===== config.mk =====
export PLATFORM = sky130hd
export DESIGN_NAME = if_stage
export DESIGN_NICKNAME = d
export VERILOG_FILES = /design/src/if_bus_pkg.sv /design/src/if_ctrl_pkg.sv /design/src/fetch_fifo.sv /design/src/if_stage.sv /design/src/prefetch_buffer.sv
export VERILOG_INCLUDE_DIRS = /design/src /design/src/src
export SDC_FILE = /design/constraint.sdc
export NUM_CORES = 1
export LEC_CHECK = 0
export ABC_CLOCK_PERIOD_IN_PS = 4100
export BUFFER_PORTS_ARGS = -buffer_cell sky130_fd_sc_hd__buf_2
export CAP_MARGIN = 40
export CELL_PAD_IN_SITES_DETAIL_PLACEMENT = 2
export CELL_PAD_IN_SITES_GLOBAL_PLACEMENT = 2
export CORE_MARGIN = 5
export CORE_UTILIZATION = 37
export DETAILED_ROUTE_END_ITERATION = 8
export PLACE_DENSITY_LB_ADDON = 0.3
export SYNTH_ARGS = -nofsm -noshare
export SYNTH_HDL_FRONTEND = slang
export SYNTH_SLANG_ARGS = --single-unit

===== constraint.sdc =====
create_clock -name clk -period 4.1 [get_ports clk]
set_input_delay 1.025 -clock clk [delete_from_list [all_inputs] [get_ports clk]]
set_output_delay 1.025 -clock clk [all_outputs]
set_load 0.03 [all_outputs]

===== src/fetch_macros.svh =====
/* fetch front end widths */

`ifndef FETCH_MACROS_SVH
`define FETCH_MACROS_SVH

// bus and datapath widths
`define FETCH_ADDR_W      32
`define FETCH_WORD_BYTES  4     // sequential fetch stride

// prefetch storage
`define FETCH_FIFO_DEPTH  4     // words buffered ahead of decode
`define FETCH_CNT_W       3     // holds 0 .. FETCH_FIFO_DEPTH

// trap vector layout
`define TRAP_BASE_W       24    // upper bits of the trap base
`define TRAP_OFFSET_W     8     // zero bits below the base for exceptions

`endif


===== src/if_bus_pkg.sv =====
/* fetch bus types */

`include "fetch_macros.svh"

package if_bus_pkg;

  // byte address on the instruction port and in the pipeline
  typedef logic [`FETCH_ADDR_W-1:0] addr_t;

  // one 32 bit instruction word, always word aligned
  typedef logic [31:0] instr_t;

endpackage


===== src/if_ctrl_pkg.sv =====
/* fetch control selects */

package if_ctrl_pkg;

  ////////////////////
  // next pc source
  ////////////////////

  typedef enum logic [3:0] {
    PC_BOOT      = 4'b0000,  // reset / boot address
    PC_FENCEI    = 4'b0001,  // refetch after fence.i
    PC_JUMP      = 4'b0010,  // jump resolved in decode
    PC_BRANCH    = 4'b0011,  // branch resolved in execute
    PC_EXCEPTION = 4'b0100,  // trap entry, see exc_pc_mux_e
    PC_MRET      = 4'b0101,  // return from machine trap
    PC_DRET      = 4'b0111   // return from debug mode
  } pc_mux_e;

  ////////////////////
  // trap target kind
  ////////////////////

  typedef enum logic [1:0] {
    EXC_PC_EXCEPTION = 2'b00,  // synchronous exception, base only
    EXC_PC_IRQ       = 2'b01,  // vectored interrupt
    EXC_PC_DBD       = 2'b10   // debug halt entry
  } exc_pc_mux_e;

  // fetch fsm: idle until the first request, then streaming
  typedef enum logic {
    FETCH_IDLE = 1'b0,
    FETCH_WAIT = 1'b1
  } fetch_state_e;

endpackage


===== src/fetch_fifo.sv =====
/* synchronous fifo with flush */

`include "fetch_macros.svh"

module fetch_fifo #(
  parameter type         payload_t = if_bus_pkg::instr_t,
  parameter int unsigned DEPTH     = `FETCH_FIFO_DEPTH  // power of two
) (
  input  logic                    clk,
  input  logic                    rst_n,
  input  logic                    flush_i,      // drop all entries
  input  logic                    push_i,
  input  payload_t                push_data_i,
  input  logic                    pop_i,
  output payload_t                pop_data_o,   // head entry, valid when !empty_o
  output logic                    empty_o,
  output logic                    full_o,
  output logic [`FETCH_CNT_W-1:0] count_o
);

  localparam int unsigned PTR_W = (DEPTH > 1) ? $clog2(DEPTH) : 1;
  localparam logic [PTR_W-1:0] LAST_PTR = PTR_W'(DEPTH - 1);

  payload_t                mem_q [DEPTH];   // storage, no reset
  logic [PTR_W-1:0]        wr_ptr_q;
  logic [PTR_W-1:0]        rd_ptr_q;
  logic [`FETCH_CNT_W-1:0] count_q;
  logic                    do_push;
  logic                    do_pop;

  assign do_push = push_i & ~full_o;   // push into a full fifo is ignored
  assign do_pop  = pop_i & ~empty_o;

  assign empty_o    = (count_q == '0);
  assign full_o     = (count_q == `FETCH_CNT_W'(DEPTH));
  assign count_o    = count_q;
  assign pop_data_o = mem_q[rd_ptr_q];

  ////////////////////
  // pointers
  ////////////////////

  always_ff @(posedge clk or negedge rst_n) begin
    if (!rst_n) begin
      wr_ptr_q <= '0;
      rd_ptr_q <= '0;
      count_q  <= '0;
    end else if (flush_i) begin   // flush wins over push and pop
      wr_ptr_q <= '0;
      rd_ptr_q <= '0;
      count_q  <= '0;
    end else begin
      if (do_push) begin
        wr_ptr_q <= (wr_ptr_q == LAST_PTR) ? '0 : wr_ptr_q + 1'b1;
      end
      if (do_pop) begin
        rd_ptr_q <= (rd_ptr_q == LAST_PTR) ? '0 : rd_ptr_q + 1'b1;
      end
      unique case ({do_push, do_pop})
        2'b10:   count_q <= count_q + 1'b1;
        2'b01:   count_q <= count_q - 1'b1;
        default: count_q <= count_q;   // idle or push+pop
      endcase
    end
  end

  // data array
  always_ff @(posedge clk) begin
    if (do_push) begin
      mem_q[wr_ptr_q] <= push_data_i;
    end
  end

endmodule


===== src/if_stage.sv =====
/* instruction fetch stage */

`include "fetch_macros.svh"

module if_stage (
  input  logic                      clk,
  input  logic                      rst_n,
  input  logic                      req_i,
  input  if_bus_pkg::addr_t         boot_addr_i,
  input  logic [`TRAP_BASE_W-1:0]   trap_base_addr_i,
  input  logic [4:0]                exc_vec_pc_mux_i,   // interrupt vector number
  input  if_bus_pkg::addr_t         dm_halt_addr_i,
  input  if_bus_pkg::addr_t         mepc_i,
  input  if_bus_pkg::addr_t         depc_i,
  input  if_bus_pkg::addr_t         pc_i,               // pc of the fence.i
  input  if_bus_pkg::addr_t         jump_target_id_i,
  input  if_bus_pkg::addr_t         jump_target_ex_i,
  input  logic                      pc_set_i,
  input  if_ctrl_pkg::pc_mux_e      pc_mux_i,
  input  if_ctrl_pkg::exc_pc_mux_e  exc_pc_mux_i,
  input  logic                      clear_instr_valid_i,
  input  logic                      halt_if_i,
  input  logic                      id_ready_i,
  // instruction port
  output logic                      instr_req_o,
  output if_bus_pkg::addr_t         instr_addr_o,
  input  logic                      instr_gnt_i,
  input  logic                      instr_rvalid_i,
  input  if_bus_pkg::instr_t        instr_rdata_i,
  // to decode
  output logic                      instr_valid_id_o,
  output if_bus_pkg::instr_t        instr_rdata_id_o,
  output if_bus_pkg::addr_t         instr_addr_id_o,
  output if_bus_pkg::addr_t         branch_target_o,
  output logic                      csr_mtvec_init_o,
  output logic                      if_busy_o
);

  if_ctrl_pkg::fetch_state_e fsm_q;
  if_ctrl_pkg::fetch_state_e fsm_d;

  if_bus_pkg::addr_t  exc_pc;
  if_bus_pkg::addr_t  branch_addr_n;
  logic               branch_req;
  logic               valid;          // buffer word may go to decode
  logic               if_valid;       // word moves into IF/ID this cycle
  logic               fetch_valid;
  if_bus_pkg::instr_t fetch_rdata;
  if_bus_pkg::addr_t  fetch_addr;
  logic               prefetch_busy;

  ////////////////////
  // target selection
  ////////////////////

  always_comb begin
    unique case (exc_pc_mux_i)
      if_ctrl_pkg::EXC_PC_EXCEPTION: exc_pc = {trap_base_addr_i, `TRAP_OFFSET_W'(0)};
      if_ctrl_pkg::EXC_PC_IRQ:       exc_pc = {trap_base_addr_i, 1'b0, exc_vec_pc_mux_i, 2'b00};
      if_ctrl_pkg::EXC_PC_DBD:       exc_pc = {dm_halt_addr_i[`FETCH_ADDR_W-1:2], 2'b00};
      default:                       exc_pc = {trap_base_addr_i, `TRAP_OFFSET_W'(0)};
    endcase
  end

  always_comb begin
    unique case (pc_mux_i)
      if_ctrl_pkg::PC_BOOT:      branch_addr_n = {boot_addr_i[`FETCH_ADDR_W-1:2], 2'b00};
      if_ctrl_pkg::PC_JUMP:      branch_addr_n = jump_target_id_i;
      if_ctrl_pkg::PC_BRANCH:    branch_addr_n = jump_target_ex_i;
      if_ctrl_pkg::PC_EXCEPTION: branch_addr_n = exc_pc;
      if_ctrl_pkg::PC_MRET:      branch_addr_n = mepc_i;   // back to the trapped pc
      if_ctrl_pkg::PC_DRET:      branch_addr_n = depc_i;
      if_ctrl_pkg::PC_FENCEI:    branch_addr_n = pc_i + `FETCH_ADDR_W'(`FETCH_WORD_BYTES);
      default:                   branch_addr_n = '0;
    endcase
  end

  assign branch_target_o  = branch_addr_n;
  assign csr_mtvec_init_o = pc_set_i & (pc_mux_i == if_ctrl_pkg::PC_BOOT);   // boot cycle only

  prefetch_buffer u_prefetch_buffer (
    .clk            (clk),
    .rst_n          (rst_n),
    .req_i          (req_i),
    .branch_i       (branch_req),
    .branch_addr_i  (branch_addr_n),
    .fetch_ready_i  (if_valid),      // pop exactly what IF/ID takes
    .fetch_valid_o  (fetch_valid),
    .fetch_rdata_o  (fetch_rdata),
    .fetch_addr_o   (fetch_addr),
    .instr_req_o    (instr_req_o),
    .instr_addr_o   (instr_addr_o),
    .instr_gnt_i    (instr_gnt_i),
    .instr_rvalid_i (instr_rvalid_i),
    .instr_rdata_i  (instr_rdata_i),
    .busy_o         (prefetch_busy)
  );

  ////////////////////
  // fetch fsm
  ////////////////////

  always_ff @(posedge clk or negedge rst_n) begin
    if (!rst_n) begin
      fsm_q <= if_ctrl_pkg::FETCH_IDLE;
    end else begin
      fsm_q <= fsm_d;
    end
  end

  always_comb begin
    fsm_d      = fsm_q;
    branch_req = 1'b0;
    valid      = 1'b0;

    unique case (fsm_q)
      if_ctrl_pkg::FETCH_IDLE: begin
        if (req_i) begin            // first fetch starts at the selected pc
          branch_req = 1'b1;
          fsm_d      = if_ctrl_pkg::FETCH_WAIT;
        end
      end
      if_ctrl_pkg::FETCH_WAIT: begin
        valid = fetch_valid;
      end
      default: fsm_d = if_ctrl_pkg::FETCH_IDLE;
    endcase

    // a redirect kills the word on offer and restarts the buffer
    if (pc_set_i) begin
      valid      = 1'b0;
      branch_req = 1'b1;
      fsm_d      = if_ctrl_pkg::FETCH_WAIT;
    end
  end

  assign if_valid  = valid & id_ready_i & ~halt_if_i;
  assign if_busy_o = prefetch_busy;

  ////////////////////
  // IF/ID registers
  ////////////////////

  always_ff @(posedge clk or negedge rst_n) begin
    if (!rst_n) begin
      instr_valid_id_o <= 1'b0;
    end else if (if_valid) begin
      instr_valid_id_o <= 1'b1;
    end else if (clear_instr_valid_i) begin
      instr_valid_id_o <= 1'b0;    // decode consumed it, nothing new
    end
  end

  // word and pc freeze while decode stalls
  always_ff @(posedge clk) begin
    if (if_valid) begin
      instr_rdata_id_o <= fetch_rdata;
      instr_addr_id_o  <= fetch_addr;
    end
  end

endmodule


===== src/prefetch_buffer.sv =====
/* prefetch buffer */

`include "fetch_macros.svh"

module prefetch_buffer (
  input  logic               clk,
  input  logic               rst_n,
  input  logic               req_i,           // fetching enabled
  input  logic               branch_i,        // redirect, flushes the buffer
  input  if_bus_pkg::addr_t  branch_addr_i,
  input  logic               fetch_ready_i,
  output logic               fetch_valid_o,
  output if_bus_pkg::instr_t fetch_rdata_o,
  output if_bus_pkg::addr_t  fetch_addr_o,
  output logic               instr_req_o,
  output if_bus_pkg::addr_t  instr_addr_o,
  input  logic               instr_gnt_i,
  input  logic               instr_rvalid_i,
  input  if_bus_pkg::instr_t instr_rdata_i,
  output logic               busy_o
);

  localparam logic [`FETCH_CNT_W:0] DEPTH_C = `FETCH_FIFO_DEPTH;

  logic                    active_q;      // set by the first redirect
  logic                    hold_q;        // request shown last cycle, no grant yet
  logic                    redir_q;       // redirect waiting behind a held request
  if_bus_pkg::addr_t       addr_q;        // address on the bus / next to request
  if_bus_pkg::addr_t       tgt_q;         // parked redirect target
  if_bus_pkg::addr_t       target;
  logic [`FETCH_CNT_W-1:0] out_q;         // granted, not yet answered
  logic [`FETCH_CNT_W-1:0] out_d;
  logic [`FETCH_CNT_W-1:0] discard_q;     // stale responses still to come
  logic [`FETCH_CNT_W-1:0] discard_d;
  logic [`FETCH_CNT_W-1:0] data_count;
  logic [`FETCH_CNT_W:0]   credit_sum;
  logic                    credit_ok;
  logic                    gnt_fire;
  logic                    stale_gnt;
  logic                    drop_rsp;
  logic                    keep_rsp;
  logic                    data_empty;
  logic                    pop;

  assign target = {branch_addr_i[`FETCH_ADDR_W-1:2], 2'b00};   // word aligned

  ////////////////////
  // request side
  ////////////////////

  // credit: in flight plus buffered never exceeds the fifo depth
  assign credit_sum = {1'b0, out_q} + {1'b0, data_count};
  assign credit_ok  = (credit_sum < DEPTH_C);

  // a held request stays up until granted, whatever else happens
  assign instr_req_o  = hold_q | (active_q & req_i & credit_ok & ~branch_i);
  assign instr_addr_o = addr_q;
  assign gnt_fire     = instr_req_o & instr_gnt_i;
  assign stale_gnt    = gnt_fire & (branch_i | redir_q);   // old stream, answer is dropped

  ////////////////////
  // response side
  ////////////////////

  assign drop_rsp = instr_rvalid_i & (branch_i | (discard_q != '0));
  assign keep_rsp = instr_rvalid_i & ~drop_rsp;

  assign out_d = out_q + `FETCH_CNT_W'(gnt_fire) - `FETCH_CNT_W'(instr_rvalid_i);

  always_comb begin
    discard_d = discard_q;
    if (branch_i) begin
      // every unanswered grant is now stale, including one in this cycle
      discard_d = out_q - `FETCH_CNT_W'(instr_rvalid_i) + `FETCH_CNT_W'(gnt_fire);
    end else begin
      if (drop_rsp) begin
        discard_d = discard_d - 1'b1;
      end
      if (stale_gnt) begin
        discard_d = discard_d + 1'b1;   // late grant of a request held over a redirect
      end
    end
  end

  always_ff @(posedge clk or negedge rst_n) begin
    if (!rst_n) begin
      active_q  <= 1'b0;
      hold_q    <= 1'b0;
      redir_q   <= 1'b0;
      addr_q    <= '0;
      out_q     <= '0;
      discard_q <= '0;
    end else begin
      hold_q    <= instr_req_o & ~instr_gnt_i;
      out_q     <= out_d;
      discard_q <= discard_d;
      if (branch_i) begin
        active_q <= 1'b1;
        if (hold_q & ~instr_gnt_i) begin
          redir_q <= 1'b1;             // finish the held request first
        end else begin
          addr_q  <= target;           // target goes out next cycle
          redir_q <= 1'b0;
        end
      end else if (gnt_fire) begin
        if (redir_q) begin
          addr_q  <= tgt_q;
          redir_q <= 1'b0;
        end else begin
          addr_q <= addr_q + `FETCH_ADDR_W'(`FETCH_WORD_BYTES);
        end
      end
    end
  end

  always_ff @(posedge clk) begin
    if (branch_i) begin
      tgt_q <= target;
    end
  end

  ////////////////////
  // word and address queues
  ////////////////////

  assign fetch_valid_o = ~data_empty & ~branch_i;   // flush is visible at once
  assign pop           = fetch_valid_o & fetch_ready_i;

  fetch_fifo #(
    .payload_t   (if_bus_pkg::instr_t),
    .DEPTH       (`FETCH_FIFO_DEPTH)
  ) data_fifo (
    .clk         (clk),
    .rst_n       (rst_n),
    .flush_i     (branch_i),
    .push_i      (keep_rsp),
    .push_data_i (instr_rdata_i),
    .pop_i       (pop),
    .pop_data_o  (fetch_rdata_o),
    .empty_o     (data_empty),
    .full_o      (),
    .count_o     (data_count)
  );

  // one address per live grant, head pairs with the data head
  fetch_fifo #(
    .payload_t   (if_bus_pkg::addr_t),
    .DEPTH       (`FETCH_FIFO_DEPTH)
  ) addr_fifo (
    .clk         (clk),
    .rst_n       (rst_n),
    .flush_i     (branch_i),
    .push_i      (gnt_fire & ~stale_gnt),
    .push_data_i (instr_addr_o),
    .pop_i       (pop),
    .pop_data_o  (fetch_addr_o),
    .empty_o     (),
    .full_o      (),
    .count_o     ()
  );

  assign busy_o = (out_q != '0) | instr_req_o;

endmodule


== Word-level counts from Yosys, hierarchy flattened ==
Memory sizes are Yosys's and may differ from the RTL's. A register that Yosys moved wholly into a read port is not among the register bits.
Index checks and enable logic that the tools add are counted.

* Register bits after elaboration: 87
* Memory bits (writable): 256
* Input bits: 300
* Output and inout port bits: 132
* Word-level logic and storage cells: 142
* Memories: 2

* $add $sub $neg: 17
* Order comparisons: 1
* Equality and inequality tests: 19
* Mux-type cells: 42
* Bitwise gates (word level): 32
* Reductions and logical operators: 14

{| class="wikitable"
|+ Memories
! name !! words !! width !! read ports !! clocked after Yosys merged registers in !! write ports !! RTL line !! source
|-
| u_prefetch_buffer.addr_fifo.mem_q || 4 || 32 || 1 || 1 || 1 || fetch_fifo.sv:24 || <nowiki>payload_t mem_q [DEPTH];</nowiki>
|-
| u_prefetch_buffer.data_fifo.mem_q || 4 || 32 || 1 || 1 || 1 || fetch_fifo.sv:24 ||
|}

{| class="wikitable"
|+ Operators with widths
! operator !! count
|-
| case mux 32 bit (7 select lines) || 1
|-
| two-way mux 32 bit || 4
|-
| adder 32 x 3 -> 32 bit (second input constant) || 2
|-
| case mux 32 bit (2 select lines) || 1
|-
| two-way mux 2 bit || 12
|-
| AND 1 bit || 19
|-
| two-way mux 3 bit || 6
|-
| two-way mux 1 bit || 16
|-
| == test 2 bit (second input constant) || 7
|-
| == test 4 x 3 -> 1 bit (second input constant) || 3
|-
| case mux 3 bit (2 select lines) || 2
|-
| nonzero test 2 bit || 6
|-
| nonzero test 3 bit || 4
|-
| adder 3 x 1 -> 3 bit (second input constant) || 3
|-
| inverter 1 bit || 9
|-
| subtractor 3 x 1 -> 3 bit (second input constant) || 3
|-
| adder 2 x 1 -> 2 bit (second input constant) || 4
|-
| == test 4 x 2 -> 1 bit (second input constant) || 2
|-
| adder 3 x 1 -> 3 bit || 2
|-
| == test 2 x 1 -> 1 bit (second input constant) || 3
|-
| == test 3 bit (second input constant) || 2
|-
| logical NOT 3 bit || 2
|-
| subtractor 3 x 1 -> 3 bit || 2
|-
| adder 3 x 3 -> 4 bit || 1
|-
| 6 further kinds || 9
|}

== Logic depth before layout (Yosys ltp) ==
* Word-level depth: 14
* Mapped depth: 10

== Modules after synthesis ==
From an unflattened synthesis, not the netlist that was laid out.

* Cell total of the unflattened synthesis: 1222
* Area, all modules: 18484.0 um^2

{| class="wikitable"
|+ By module, submodules not included
! module !! times used !! cells an instance !! area each (um^2) !! sequential area each (um^2)
|-
| fetch_fifo at u_prefetch_buffer.data_fifo || 1 || 231 || 5258.8 || 4018.9
|-
| fetch_fifo at u_prefetch_buffer.addr_fifo || 1 || 230 || 5190.0 || 4018.9
|-
| if_stage || 1 || 381 || 4149.0 || 1971.9
|-
| prefetch_buffer || 1 || 380 || 3886.2 || 1876.8
|}

== Worst setup path after synthesis ==
No wires, ideal clock.

* Kind: input to output
* Start: input port pc_i[2]
* End: output port branch_target_o[28]
* Arrival: 2.968 ns
* Slack: 0.107 ns
* Cell stages on the path: 6
* Buffers on the path: 0
* Path through: ha_1 -> nand4_1 -> nor4_4 -> nand4_1 -> xor2_1 -> o21ai_0

* Word-level cells in the longest chain between the ends: 2

{| class="wikitable"
|+ Ends and longest elaborated chain
! what !! RTL line !! source
|-
| start, declared || if_stage.sv:15 || <nowiki>input if_bus_pkg::addr_t pc_i,</nowiki>
|-
| adder 32 x 3 -> 32 bit || if_stage.sv:73 || <nowiki>if_ctrl_pkg::PC_FENCEI: branch_addr_n = pc_i + `FETCH_ADDR_W'(`FETCH_WORD_BYTES);</nowiki>
|-
| case mux 32 bit (7 select lines) || if_stage.sv:66 || <nowiki>unique case (pc_mux_i)</nowiki>
|-
| end, declared || if_stage.sv:34 || <nowiki>output if_bus_pkg::addr_t branch_target_o,</nowiki>
|}

Every way passes these cells.

== Final worst setup path ==
* Start: input port pc_mux_i[0]
* End: output port branch_target_o[3]

* Word-level cells in the longest chain between the ends: 2
* Elaborated cells on any way between the ends: 8

{| class="wikitable"
|+ Ends and longest elaborated chain
! what !! RTL line !! source
|-
| start, declared || if_stage.sv:19 || <nowiki>input if_ctrl_pkg::pc_mux_e pc_mux_i,</nowiki>
|-
| == test 4 x 1 -> 1 bit, or another cell as far along || if_stage.sv:66 ||
|-
| case mux 32 bit (7 select lines) * || if_stage.sv:66 ||
|}

Every way passes the cells marked *; elsewhere a longest branch is shown, timed or not.

==> metrics.cfg <==
[floorplanning]
pin_count = 432
die_h_um = 230.0
die-area_um2 = 52920
core-area_um2 = 47850
rows = 80
die_w_um = 230.0
start_util = 0.3744

[worst_setup_path]
cpMaxStageDelayCell = a221oi_1
cp.required_ps = 3070
crit_arrival_ps = 3060
slowest_delay_ps = 490
crit_family = buffers and inverters
crit_top_cell = buf_2
path_cells = buf_2 > buf_12 > and2_1 > buf_4 > and2_0 > a221oi_1 > nand3_1 > buf_2
r2r_setup_slack_ps = 810
endpoint_kind = output port
worstSetupPathType = input port to output port
worst_setup_path_start_kind = input port
crit_buf_inv = 4
crit_fanout = 12

[finish]
nets = 2039
drive_above_1_share = 0.4010
layout_commonest_cell = buf_2
layout-area-overhead-vs-synth_pct = 27.77
fin_area_um2 = 22890
mostFrequentLayoutCells = 420 x buf_2, 340 x edfxtp_1, 101 x buf_4

[power]
power.net_switching_mw = 3.892
p_leak_nw = 8.690
pwr-share-seq = 0.460
sw_frac_of_total = 0.3252
total_power_mw = 11.97
internal_power_mw = 8.077
combinationalPowerShare = 0.218
vdd_drop_max_v = 0.0002882
power_density_nw_per_um2 = 522.9
clkPwrFrac = 0.321

[timing]
tns_ps = 0
slew_viol_final = 0
whs_ps = 519.5
setup_viol = 0
fin_crit_ps = 4089
slew_headroom = 0.4406
finalCritPeriodShare = 0.9974
finalHoldViolations = 0
max_freq_mhz = 244.5
worstMarginPinSlew_ps = 833.9
rsz0062_at_grt = no
setup_ws_ps = 10.73
clock_skew_ps = 33.64

[run_status]
outcome = finished, final reports clean

[routing]
ant_nets = 0
drt-pass1-iter-count = 5
wl_per_cell_um = 31.49
viasPerCell = 5.779
wirelength_um = 74780
drt_iter0_markers = 987
drc_errors = 0
via_count = 13724

[cts]
clk_pin_slew_ps = 70
cts_hold_buf = 0
tritoncts = done
numCtsBuffers = 41
cts.htree.levels = 2
clock_latency_ps = 560
cts_max_path_buffers = 3
cts_root_buf = clkbuf_16
clkSinkCount = 395

[logic_synthesis]
ys_warn_count = 0
ys_ff_latch = 395
synth_ff_type = edfxtp_1
postSynthAreaPerCell_um2 = 14.73
synth_cells = 1216
async_flop_share = 0.1392
syn_area_um2 = 17910
synth-edff-count = 340
synth_cell_types = 81
yosysSeqAreaShare = 0.6467

[grt]
antenna_found_initial = 27
grt_pass1_wl_um = 108000
grt_start_max_net_pins = 34
grt_usage = 0.2745
overflow = 0
grt_pass1_vias = 15322

[placement]
port_buffers = 423
post_dp_cell_area_um2 = 21410
gp_congestion = 0.9233
preCtsSetupSlack_ps = -177.4
dp_hpwl_um = 56070

[job]
maxCapViolCount = 0

[worst_hold_path]
hold_path.class = flip-flop to flip-flop

-- metal layers --
metal | vias up | share of wire | global-route usage
met3 | 123 | 0.058 | 0.05440
met2 | 546 | 0.53 | 0.5006
met1 | 7140 | 0.38 | 0.3288
met4 | 18 | 0.031 | 0.08313
met5 | - | 0.0017 | 0
li1 | 5897 | - | -
-- power groups by stage --
stage | clock network (mW) | logic (mW) | registers (mW)
floorplan | 0 | 1.20 | 5.63
global placement | 0 | 2.40 | 5.47
detailed placement | 0 | 2.57 | 5.57
CTS | 3.93 | 2.62 | 5.51
global route | 4.12 | 2.78 | 5.56
finish | 3.85 | 2.61 | 5.51
-- per-stage QoR --
step                      utilization  cells
after floorplan                     -   1219
after global placement         0.4469   2285
after detailed placement       0.4475   2287
after CTS                      0.4765   2363
after global routing           0.4781   2370
final                          0.4784   2375
-- cells in the mapped netlist, types with 6 or more instances --
library cell    n  area, µm²
clkbuf_1       46      172.7
o21ai_0        45      225.2
mux4_2         63       1419
and2_1         14      87.58
or4_1           6      45.04
a211oi_1       17      127.6
a31oi_1         9      56.30
buf_1          12      45.04
o211ai_1       15      112.6
mux2i_1        14      140.1
o22ai_1        13      81.33
nand3_1        36      180.2
nor4_1         12      75.07
nor2_1         53      198.9
edfxtp_1      340      10210
mux2_2          7      78.83
a22oi_1        66      495.5
a22o_1         12      105.1
o221ai_1        8      70.07
inv_1          28      105.1
dfrtp_1        55       1376
a21oi_1        34      170.2
ha_1           21      262.8
nand2_1        61      229.0
a221o_1        13      130.1
nand4_1        20      125.1
o31ai_1         7      52.55
and3_1          7      43.79
a211o_1         6      52.55
xnor2_1        31      271.5
buf_2          13      65.06
nor3_1         18      90.09
xor2_1         20      175.2
-- logic make-up (layout without fill, tap and decap cells) --
kind of cell | count (synthesis) | after routing | synth area share
multiplexers | 84 | 84 | 0.09142
buffers and inverters | 106 | 635 | 0.02417
flip-flops | 395 | 395 | 0.6467
AND/OR/NAND/NOR | 269 | 269 | 0.08060
XOR/XNOR | 51 | 51 | 0.02493
adder cells (fa/ha/maj) | 24 | 24 | 0.01802
AO/OA/AOI/OAI | 286 | 286 | 0.1139
other | 1 | 16 | 0.0002093
-- sequential cells by signal, summed over array words and instances (netlist names), 30 cells and up --
signal and flops:
u_prefetch_buffer.data_fifo.mem_q 128, u_prefetch_buffer.tgt_q 30, instr_rdata_id_o 32, instr_addr_id_o 30, u_prefetch_buffer.instr_addr_o 30, u_prefetch_buffer.addr_fifo.mem_q 120
-- path summary, 6_finish.rpt --
path                                                                    start  cells past startpoint                                                 end
min reg2reg                            u_prefetch_buffer.active_q$_DFFE_PN0P_                      1              u_prefetch_buffer.active_q$_DFFE_PN0P_
max                                                               pc_mux_i[0]                      8                                  branch_target_o[3]
min in group asynchronous                                               rst_n                      1  u_prefetch_buffer.addr_fifo.count_o[2]$_DFFE_PN0P_
max reg2reg                u_prefetch_buffer.data_fifo.count_o[2]$_DFFE_PN0P_                      8  u_prefetch_buffer.addr_fifo.count_o[2]$_DFFE_PN0P_
min                                    u_prefetch_buffer.active_q$_DFFE_PN0P_                      1              u_prefetch_buffer.active_q$_DFFE_PN0P_
max in group asynchronous                                               rst_n                      2      u_prefetch_buffer.instr_addr_o[20]$_DFFE_PN0P_
-- area by class of cell --
cell class / instances / area [µm²]
Fill cell: 4738 / 24960
Sequential cell: 395 / 11590
Multi-Input combinational cell: 718 / 6020
Timing Repair Buffer: 529 / 2999
Clock buffer: 47 / 1101
Tap cell: 615 / 769.5
Clock inverter: 29 / 269.0
Inverter: 30 / 112.6
Antenna cell: 12 / 30.03
-- repair_timing --
item                       CTS  global route
buffers inserted             0             0
pin swaps                    1             1
resized for setup            6            22
setup endpoints to repair   10            12
-- worst register-to-register path, cell delays in order (launching register included) --
cell and delay (ps):
dfrtp_1 500, ha_1 360, a311oi_1 400, and2_1 270, o2111a_1 460, nor2_1 130, fa_1 420, mux4_2 450
o2bb2ai_1 170
Power figures use the tool's default switching activity.
